## src/hw/pool_pkg.sv

```systemverilog
package pool_pkg;

  // ************************************************************************
  // widths
  // ************************************************************************

  localparam int LWIDTH = 8;   // sizes and counters
  localparam int DWIDTH = 16;  // pixel width

  typedef logic signed [DWIDTH-1:0] pixel_t;

  // ************************************************************************
  // pooling geometry
  // ************************************************************************

  // largest window edge
  localparam int PSIZE = 3;

  localparam int D_POOLBUF = 18;  // row memory depth = largest feature size

  // strobe pipeline depth when pooling, tied to the max tree depth
  localparam int D_POOL = 3;

endpackage

```

## src/hw/pool_linebuf_ctrl.sv

```systemverilog
`timescale 1ns/1ps

module pool_linebuf_ctrl import pool_pkg::*; #(
  parameter int PSIZE = pool_pkg::PSIZE,
  parameter int D_POOLBUF = pool_pkg::D_POOLBUF,
  localparam int SW = (PSIZE > 1) ? $clog2(PSIZE) : 1,
  localparam int AW = (D_POOLBUF > 1) ? $clog2(D_POOLBUF) : 1
) (
  input  logic              clk,
  input  logic              xrst,
  input  logic              buf_req,
  input  logic              in_valid,
  input  logic              in_stop,
  input  logic [LWIDTH-1:0] fea_size_q,
  input  logic [LWIDTH-1:0] pool_size_q,
  output logic              buf_ack,
  output logic              buf_start,
  output logic              buf_valid,
  output logic              buf_stop,
  output logic              buf_we,
  output logic [SW-1:0]     buf_wsel,
  output logic [SW-1:0]     buf_rsel,
  output logic [AW-1:0]     buf_addr
);

  logic              busy;     // inside a pooled frame
  logic [LWIDTH-1:0] col_cnt;
  logic [LWIDTH-1:0] row_cnt;
  logic [SW-1:0]     wsel;     // slot of the current row
  logic              row_end;

  // ************************************************************************
  // position counters and slot rotation
  // ************************************************************************

  assign row_end = (col_cnt == fea_size_q - 1'b1);

  always_ff @(posedge clk) begin
    if (!xrst) begin
      busy    <= 1'b0;
      col_cnt <= '0;
      row_cnt <= '0;
      wsel    <= '0;
    end else if (buf_ack) begin
      busy    <= 1'b1;
      col_cnt <= '0;
      row_cnt <= '0;
      wsel    <= '0;
    end else begin
      if (in_stop)
        busy <= 1'b0;
      if (buf_we) begin
        if (row_end) begin
          col_cnt <= '0;
          row_cnt <= row_cnt + 1'b1;
          wsel    <= (wsel == SW'(PSIZE - 1)) ? '0 : wsel + 1'b1;  // oldest slot is reused
        end else begin
          col_cnt <= col_cnt + 1'b1;
        end
      end
    end
  end

  // ************************************************************************
  // buffer strobes
  // ************************************************************************

  assign buf_ack   = buf_req & ~busy;
  assign buf_start = buf_req;
  assign buf_stop  = in_stop & busy;
  assign buf_we    = in_valid & busy;
  assign buf_wsel  = wsel;
  assign buf_rsel  = wsel;  // newest row is the one being written
  assign buf_addr  = col_cnt[AW-1:0];

  // a full window sits behind this pixel (sliding, every position)
  assign buf_valid = buf_we
                  && row_cnt >= pool_size_q - 1'b1
                  && col_cnt >= pool_size_q - 1'b1;

  // no pixel once the last row of the frame is complete
  a_pixel_in_frame: assert property (@(posedge clk) disable iff (!xrst)
    (in_valid && busy) |-> (row_cnt < fea_size_q));

endmodule

```

## src/hw/pool_linebuf.sv

```systemverilog
`timescale 1ns/1ps

module pool_linebuf import pool_pkg::*; #(
  parameter int PSIZE = pool_pkg::PSIZE,
  parameter int D_POOLBUF = pool_pkg::D_POOLBUF,
  localparam int SW = (PSIZE > 1) ? $clog2(PSIZE) : 1,
  localparam int AW = (D_POOLBUF > 1) ? $clog2(D_POOLBUF) : 1
) (
  input  logic          clk,
  input  logic          xrst,
  input  logic          buf_we,
  input  logic [SW-1:0] buf_wsel,
  input  logic [SW-1:0] buf_rsel,
  input  logic [AW-1:0] buf_addr,
  input  pixel_t        in_data,
  output pixel_t        win_data [PSIZE][PSIZE]
);

  pixel_t mem      [PSIZE][D_POOLBUF];  // one slot per buffered row
  pixel_t col_data [PSIZE];             // newest row first

  // ************************************************************************
  // row memories
  // ************************************************************************

  always_ff @(posedge clk) begin
    if (buf_we)
      mem[buf_wsel][buf_addr] <= in_data;
  end

  // older rows come from the slots behind the newest one
  always_comb begin
    int slot;
    slot = 0;
    col_data[0] = in_data;  // current row bypasses the memory
    for (int k = 1; k < PSIZE; k++) begin
      if (int'(buf_rsel) >= k)
        slot = int'(buf_rsel) - k;
      else
        slot = int'(buf_rsel) + PSIZE - k;
      col_data[k] = mem[slot][buf_addr];
    end
  end

  // ************************************************************************
  // window shift register
  // ************************************************************************

  // column 0 holds the newest column, so (0,0) is the newest pixel
  always_ff @(posedge clk) begin
    if (buf_we) begin
      for (int i = 0; i < PSIZE; i++) begin
        win_data[i][0] <= col_data[i];
        for (int j = 1; j < PSIZE; j++)
          win_data[i][j] <= win_data[i][j-1];
      end
    end
  end

  // slot and column stay inside the memories
  a_addr_range: assert property (@(posedge clk) disable iff (!xrst)
    buf_we |-> (int'(buf_wsel) < PSIZE && int'(buf_addr) < D_POOLBUF));

endmodule

```

## src/hw/pool_max.sv

```systemverilog
`timescale 1ns/1ps

module pool_max import pool_pkg::*; #(
  parameter int PSIZE = pool_pkg::PSIZE
) (
  input  logic              clk,
  input  logic              xrst,
  input  logic              pool_en,
  input  logic              pool_oe,
  input  logic [LWIDTH-1:0] pool_size_q,
  input  pixel_t            win_data [PSIZE][PSIZE],
  input  pixel_t            in_data,
  output pixel_t            out_data
);

  // most negative pixel so it never wins a comparison
  localparam pixel_t PIX_MIN = {1'b1, {(DWIDTH-1){1'b0}}};

  pixel_t row_max_d [PSIZE];
  pixel_t row_max_q [PSIZE];
  pixel_t win_max;

  // ************************************************************************
  // stage one: row maxima inside the window
  // ************************************************************************

  always_comb begin
    for (int i = 0; i < PSIZE; i++) begin
      if (i >= pool_size_q) begin
        row_max_d[i] = PIX_MIN;  // row outside the window
      end else begin
        row_max_d[i] = win_data[i][0];
        for (int j = 1; j < PSIZE; j++)
          if (j < pool_size_q && win_data[i][j] > row_max_d[i])
            row_max_d[i] = win_data[i][j];
      end
    end
  end

  always_ff @(posedge clk) begin
    for (int i = 0; i < PSIZE; i++)
      row_max_q[i] <= row_max_d[i];
  end

  // ************************************************************************
  // stage two: maximum over rows, bypass register
  // ************************************************************************

  always_comb begin
    win_max = row_max_q[0];
    for (int i = 1; i < PSIZE; i++)
      if (row_max_q[i] > win_max)
        win_max = row_max_q[i];
  end

  always_ff @(posedge clk) begin
    if (!xrst)
      out_data <= '0;
    else if (!pool_en)
      out_data <= in_data;   // pass-through in one cycle
    else if (pool_oe)
      out_data <= win_max;   // hold until the next window
  end

  // the window behind each emitted maximum was fully written
  for (genvar i = 0; i < PSIZE; i++) begin : g_win_known
    a_win_known: assert property (@(posedge clk) disable iff (!xrst)
      (pool_en && pool_oe) |-> !$isunknown(row_max_q[i]));
  end

endmodule

```

## src/hw/pool_ctrl.sv

```systemverilog
`timescale 1ns/1ps

module pool_ctrl import pool_pkg::*; (
  input  logic              clk,
  input  logic              xrst,
  input  logic              pool_en,
  input  logic              in_start,
  input  logic              in_valid,
  input  logic              in_stop,
  input  logic [LWIDTH-1:0] fea_size,
  input  logic [LWIDTH-1:0] pool_size,
  input  logic              buf_ack,
  input  logic              buf_start,
  input  logic              buf_valid,
  input  logic              buf_stop,
  output logic              buf_req,
  output logic [LWIDTH-1:0] fea_size_q,
  output logic [LWIDTH-1:0] pool_size_q,
  output logic              pool_oe,
  output logic              out_start,
  output logic              out_valid,
  output logic              out_stop
);

  typedef enum logic {
    S_WAIT,
    S_ACTIVE
  } state_t;

  state_t            state;
  logic [LWIDTH-1:0] pool_x;   // sliding window index within a row
  logic [LWIDTH-1:0] exec_x;   // column phase inside the pool window
  logic [LWIDTH-1:0] exec_y;   // row phase inside the pool window
  logic              row_last;
  logic              win_hit;

  logic [D_POOL-1:0] stg_start;
  logic [D_POOL-1:0] stg_valid;
  logic [D_POOL-1:0] stg_stop;

  // ************************************************************************
  // frame FSM and size latch
  // ************************************************************************

  always_ff @(posedge clk) begin
    if (!xrst) begin
      state <= S_WAIT;
    end else begin
      case (state)
        S_WAIT:   if (in_start) state <= S_ACTIVE;
        S_ACTIVE: if (out_stop) state <= S_WAIT;
        default:  state <= S_WAIT;
      endcase
    end
  end

  always_ff @(posedge clk) begin
    if (!xrst) begin
      fea_size_q  <= '0;
      pool_size_q <= '0;
    end else if (state == S_WAIT && in_start) begin
      fea_size_q  <= fea_size;
      pool_size_q <= pool_size;
    end
  end

  assign buf_req = in_start & pool_en;

  // ************************************************************************
  // window phase
  // ************************************************************************

  assign row_last = (pool_x == fea_size_q - pool_size_q);  // last window of the row

  always_ff @(posedge clk) begin
    if (!xrst || buf_ack) begin
      pool_x <= '0;
      exec_x <= '0;
      exec_y <= '0;
    end else if (buf_valid) begin
      if (row_last) begin
        pool_x <= '0;
        exec_x <= '0;
        exec_y <= (exec_y == pool_size_q - 1'b1) ? '0 : exec_y + 1'b1;
      end else begin
        pool_x <= pool_x + 1'b1;
        exec_x <= (exec_x == pool_size_q - 1'b1) ? '0 : exec_x + 1'b1;
      end
    end
  end

  // only non-overlapping windows are emitted
  assign win_hit = buf_valid && exec_x == '0 && exec_y == '0;

  // ************************************************************************
  // strobe pipeline
  // ************************************************************************

  always_ff @(posedge clk) begin
    if (!xrst) begin
      stg_start <= '0;
      stg_valid <= '0;
      stg_stop  <= '0;
    end else begin
      if (pool_en) begin
        stg_start[0] <= buf_start;
        stg_valid[0] <= win_hit;
        stg_stop[0]  <= buf_stop;
      end else begin
        stg_start[0] <= in_start;  // bypass, raw strobes
        stg_valid[0] <= in_valid;
        stg_stop[0]  <= in_stop;
      end
      for (int i = 1; i < D_POOL; i++) begin
        stg_start[i] <= stg_start[i-1];
        stg_valid[i] <= stg_valid[i-1];
        stg_stop[i]  <= stg_stop[i-1];
      end
    end
  end

  assign out_start = pool_en ? stg_start[D_POOL-1] : stg_start[0];
  assign out_valid = pool_en ? stg_valid[D_POOL-1] : stg_valid[0];
  assign out_stop  = pool_en ? stg_stop[D_POOL-1]  : stg_stop[0];

  assign pool_oe = stg_valid[D_POOL-2];  // loads the last max stage

  // a new frame only after the previous one has left the stage
  a_start_idle: assert property (@(posedge clk) disable iff (!xrst)
    in_start |-> (state == S_WAIT));

endmodule

```

## src/hw/pool_top.sv

```systemverilog
`timescale 1ns/1ps

module pool_top import pool_pkg::*; #(
  parameter int PSIZE = pool_pkg::PSIZE,
  parameter int D_POOLBUF = pool_pkg::D_POOLBUF,
  localparam int SW = (PSIZE > 1) ? $clog2(PSIZE) : 1,
  localparam int AW = (D_POOLBUF > 1) ? $clog2(D_POOLBUF) : 1
) (
  input  logic              clk,
  input  logic              xrst,
  input  logic              pool_en,
  input  logic              in_start,
  input  logic              in_valid,
  input  logic              in_stop,
  input  logic [LWIDTH-1:0] fea_size,
  input  logic [LWIDTH-1:0] pool_size,
  input  pixel_t            in_data,
  output logic              out_start,
  output logic              out_valid,
  output logic              out_stop,
  output pixel_t            out_data
);

  // control to line buffer control
  logic              buf_req;
  logic              buf_ack;
  logic              buf_start;
  logic              buf_valid;
  logic              buf_stop;
  logic [LWIDTH-1:0] fea_size_q;
  logic [LWIDTH-1:0] pool_size_q;

  // line buffer control to memories
  logic              buf_we;
  logic [SW-1:0]     buf_wsel;
  logic [SW-1:0]     buf_rsel;
  logic [AW-1:0]     buf_addr;

  pixel_t            win_data [PSIZE][PSIZE];
  logic              pool_oe;

  // ************************************************************************
  // control path
  // ************************************************************************

  pool_ctrl ctrl_inst (
    .clk, .xrst, .pool_en, .in_start, .in_valid, .in_stop,
    .fea_size, .pool_size,
    .buf_ack, .buf_start, .buf_valid, .buf_stop, .buf_req,
    .fea_size_q, .pool_size_q,
    .pool_oe, .out_start, .out_valid, .out_stop
  );

  pool_linebuf_ctrl #(.PSIZE(PSIZE), .D_POOLBUF(D_POOLBUF)) linebuf_ctrl_inst (
    .clk, .xrst, .buf_req, .in_valid, .in_stop,
    .fea_size_q, .pool_size_q,
    .buf_ack, .buf_start, .buf_valid, .buf_stop,
    .buf_we, .buf_wsel, .buf_rsel, .buf_addr
  );

  // ************************************************************************
  // data path
  // ************************************************************************

  pool_linebuf #(.PSIZE(PSIZE), .D_POOLBUF(D_POOLBUF)) linebuf_inst (
    .clk, .xrst, .buf_we, .buf_wsel, .buf_rsel, .buf_addr,
    .in_data, .win_data
  );

  pool_max #(.PSIZE(PSIZE)) max_inst (
    .clk, .xrst, .pool_en, .pool_oe, .pool_size_q,
    .win_data, .in_data, .out_data
  );

endmodule

```

## config.mk

```make
export PLATFORM = sky130hd
export DESIGN_NAME = pool_top
export DESIGN_NICKNAME = d
export VERILOG_FILES = /design/src/hw/pool_pkg.sv /design/src/hw/pool_linebuf_ctrl.sv /design/src/hw/pool_linebuf.sv /design/src/hw/pool_max.sv /design/src/hw/pool_ctrl.sv /design/src/hw/pool_top.sv
export SDC_FILE = /design/constraint.sdc
export NUM_CORES = 2
export LEC_CHECK = 0
export BUFFER_PORTS_ARGS = -buffer_cell sky130_fd_sc_hd__buf_4
export CAP_MARGIN = 0
export CORE_ASPECT_RATIO = 1.2
export CORE_MARGIN = 5
export CORE_UTILIZATION = 55
export CTS_BUF_LIST = sky130_fd_sc_hd__clkbuf_4 sky130_fd_sc_hd__clkbuf_8
export CTS_CLUSTER_DIAMETER = 60
export DETAILED_ROUTE_END_ITERATION = 12
export PLACE_DENSITY = 0.72
export SLEW_MARGIN = 25
export SYNTH_ARGS = -nofsm -noshare
export SYNTH_HDL_FRONTEND = slang
export SYNTH_SLANG_ARGS = --single-unit
```

## constraint.sdc

```tcl
create_clock -name clk -period 5.6 [get_ports clk]
set_input_delay 0.84 -clock clk [delete_from_list [all_inputs] [get_ports clk]]
set_output_delay 0.84 -clock clk [all_outputs]
set_load 0.05 [all_outputs]
```

==> flow_summary.json <==
{
  "status": "finished, final reports clean",
  "wl_mm": 153,
  "syn_avg_cell_area_um2": 15.1,
  "setup_viol": 0,
  "cap_violations": 0,
  "dieArea_um2": 106000,
  "grt_max_degree": 132,
  "hold_viol_final": 0,
  "first_global_vias": 34000,
  "vias_per_cell": 6.62,
  "synth_cell_types": 67,
  "synthCells": 3607,
  "ir_drop_uv": 234,
  "cts_max_level": 4,
  "place_ws_ns": 0.473,
  "endpoint_kind": "flop",
  "fillCellCount": 7277,
  "worstMarginPinSlew_ns": 1.06,
  "max_freq_mhz": 194,
  "grtUsageMet3_pct": 7.00,
  "coreArea_um2": 98400,
  "drc_errors": 0,
  "cts_setup_buffers": 0,
  "gr-usage-all-layers_pct": 28.9,
  "ant_nets": 0,
  "post_drt_wl_per_cell_um": 29.6,
  "ys_seq_area_share_pct": 60.4,
  "hpwl_mm": 102,
  "required_ns": 6.33,
  "via_count": 34200,
  "port-buffer-count": 56,
  "drt_pass1_iterations": 5,
  "synth_ff_type": "edfxtp_1",
  "power_mw": 18.2,
  "critPathMaxFanout": 16,
  "async_flop_share_pct": 0,
  "antenna_found_initial": 3,
  "cts.sinks": 1141,
  "ioPinCount": 57,
  "globalRouteMet2Util_pct": 46.0,
  "nets": 3948,
  "gr-usage-met1_pct": 36.8,
  "worstSetupPathType": "reg -> reg",
  "grt_pass1_wl_mm": 225,
  "start_util_pct": 55.5,
  "power_density_nw_per_um2": 301,
  "tns_ns": 0,
  "holdBufCountCts": 0,
  "clk_latency_ns": 0.89,
  "ys_ff_latch": 1141,
  "post_cts_resized": 0,
  "post-route-util_pct": 61.3,
  "syn-cell-area_um2": 54600,
  "hold_path_class": "in -> reg",
  "crit_arrival_ns": 5.89,
  "top_usage_layer": "met2",
  "cts_buffers": 177,
  "maxSlewHeadroom_pct": 29.3,
  "fin_ws_ns": 0.434,
  "rows": 126,
  "period_share_pct": 92.2,
  "drive_above_1_share_pct": 23.4,
  "cts_tree": "done",
  "die_w_um": 298,
  "leakage_nw": 20.3,
  "layout_min_cycle_time_ns": 5.17,
  "synth_fp_nets": 3816,
  "cts-root-buf": "clkbuf_8",
  "whs_ns": 0.212,
  "rsz0062_at_grt": "no",
  "synth_edf_count": 1008,
  "start_kind": "flop",
  "clk_pin_slew_ns": 0.06,
  "area_delta_synth_final_pct": 10.6,
  "slew_viol_final": 0,
  "drt_iter0_markers": 4239,
  "clockBufferDepth": 3,
  "yosysWarnings": 0,
  "die_y_um": 355,
  "grt_overflow": 0,
  "clock_skew_ns": 0.0383,
  "routabilityCongestion": 0.964
}
-- where the power goes --
part	leakage (nW)	switching [mW]	total, mW	internal, mW
Combinational	8.24	1.06	1.73	0.662
Clock	1.86	3.28	6.96	3.68
Sequential	10.2	0.133	9.51	9.38
Total	20.3	4.48	18.2	13.7
-- area by class of cell --
type,count,area (um^2),area share [%]
clock inverters,76,440,0.730
well taps,1280,1600,2.65
inverters,129,490,0.813
repair buffers,169,1390,2.31
multi-input cells,2121,20400,33.8
diodes,2,5.00,0.00829
clock buffers,248,3070,5.09
flip-flops and latches,1141,32900,54.6
-- through the flow --
| stage | cell area [um^2] | instances |
|---|---|---|
| 3_3_place_gp | 56800 | 4840 |
| 4_1_cts | 60300 | 5164 |
| 3_5_place_dp | 56800 | 4840 |
| 2_1_floorplan | 54600 | 3607 |
| 5_1_grt | 60300 | 5166 |
| 6_report | 60300 | 5166 |
-- metal layers --
layer	up-vias	part of all wire (%)
met5	-	0.0085
met4	2	6.7
met1	17100	36
li1	14700	-
met2	2012	47
met3	434	11
-- cells by family (layout without fill, tap and decap cells) --
| family | Yosys count | after routing | share of synthesized area (%) |
|---|---|---|---|
| AOI/OAI and AO/OA | 630 | 630 | 7.36 |
| DFF | 1141 | 1141 | 60.4 |
| other | 0 | 2 | 0 |
| buffers and inverters | 345 | 622 | 2.50 |
| xor gates and xnor gates | 61 | 61 | 0.979 |
| adders and majority gates | 171 | 171 | 3.93 |
| muxes | 599 | 599 | 19.3 |
| and+or+nand+nor | 660 | 660 | 5.56 |
-- sequential cells by signal, summed over array words and instances, names as in the netlist --
signal / count
linebuf_inst.mem: 864
linebuf_inst.win_data: 144
max_inst.row_max_q: 48
max_inst.out_data: 16
ctrl_inst.exec_x: 8
ctrl_inst.exec_y: 8
ctrl_inst.fea_size_q: 8
ctrl_inst.pool_size_q: 8
ctrl_inst.pool_x: 8
linebuf_ctrl_inst.col_cnt: 8
linebuf_ctrl_inst.row_cnt: 8
ctrl_inst.stg_start: 3
ctrl_inst.stg_stop: 3
ctrl_inst.stg_valid: 3
linebuf_ctrl_inst.buf_rsel: 2
ctrl_inst.state: 1
linebuf_ctrl_inst.busy: 1
-- placed cells by master, fill, tap and decap left out, types with 10 or more instances in the layout --
cell type | Yosys | routed
o22ai_1 | 53 | 53
inv_1 | 124 | 124
o221ai_1 | 17 | 17
nor4_1 | 10 | 10
ha_1 | 170 | 167
nor2_1 | 180 | 143
o21ai_0 | 148 | 147
and2_1 | 14 | 14
mux2i_1 | 209 | 208
a22oi_1 | 18 | 18
a21oi_1 | 153 | 153
buf_4 | 2 | 159
or4_1 | 11 | 11
or3_1 | 16 | 16
o211ai_1 | 40 | 40
nor2_2 | 0 | 37
clkbuf_8 | 0 | 193
nand2b_1 | 14 | 14
mux4_2 | 360 | 360
a211oi_1 | 49 | 49
dfxtp_1 | 133 | 130
nand3_1 | 36 | 36
clkinv_2 | 0 | 22
a21boi_0 | 17 | 17
edfxtp_1 | 1008 | 1008
clkbuf_4 | 0 | 55
o21a_1 | 14 | 14
nor2b_1 | 13 | 13
o211a_1 | 16 | 16
clkinv_1 | 5 | 44
xnor2_1 | 31 | 31
a31oi_1 | 22 | 22
buf_12 | 0 | 10
nand4_1 | 33 | 33
xor2_1 | 30 | 30
mux2_2 | 30 | 30
nand2_1 | 253 | 253
and3_1 | 15 | 15
a21o_1 | 38 | 38
nor3_1 | 36 | 36
-- Yosys cell counts (30+ instances only) --
library cell / number / area [um^2]
edfxtp_1: 1008 / 30300
mux4_2: 360 / 8110
nand2_1: 253 / 950
mux2i_1: 209 / 2090
nor2_1: 180 / 676
ha_1: 170 / 2130
a21oi_1: 153 / 766
o21ai_0: 148 / 741
dfxtp_1: 133 / 2660
inv_1: 124 / 465
clkbuf_1: 122 / 458
o22ai_1: 53 / 332
buf_2: 51 / 255
a211oi_1: 49 / 368
buf_1: 41 / 154
o211ai_1: 40 / 300
a21o_1: 38 / 285
nand3_1: 36 / 180
nor3_1: 36 / 180
nand4_1: 33 / 206
xnor2_1: 31 / 272
mux2_2: 30 / 338
xor2_1: 30 / 263
-- critical path, cell delays in order, from the launching register on --
cell	delay [ns]
edfxtp_1	0.41
ha_1	0.35
nand4_1	0.14
nor4_1	0.58
a21oi_1	0.16
and4b_1	0.27
a2111oi_4	0.26
buf_4	0.34
mux2i_1	0.28
ha_1	0.28
a21o_1	0.18
a21o_1	0.16
a21oi_1	0.14
o21bai_1	0.11
o31a_1	0.30
o21ai_1	0.33
buf_4	0.29
o21ai_0	0.08
a21oi_1	0.36
-- path summary, 6_finish.rpt --
kind                              startpoint  cells after the start                  endpoint  slack (ns)
setup / recovery  linebuf_inst.win_data[127]                     18  max_inst.row_max_q[0][1]        0.43
hold / removal                      in_start                      2    ctrl_inst.stg_start[0]        0.21
setup reg to reg  linebuf_inst.win_data[127]                     18  max_inst.row_max_q[0][1]        0.43
hold reg to reg        ctrl_inst.stg_stop[1]                      1     ctrl_inst.stg_stop[2]        0.44
Power figures use the tool's default switching activity.
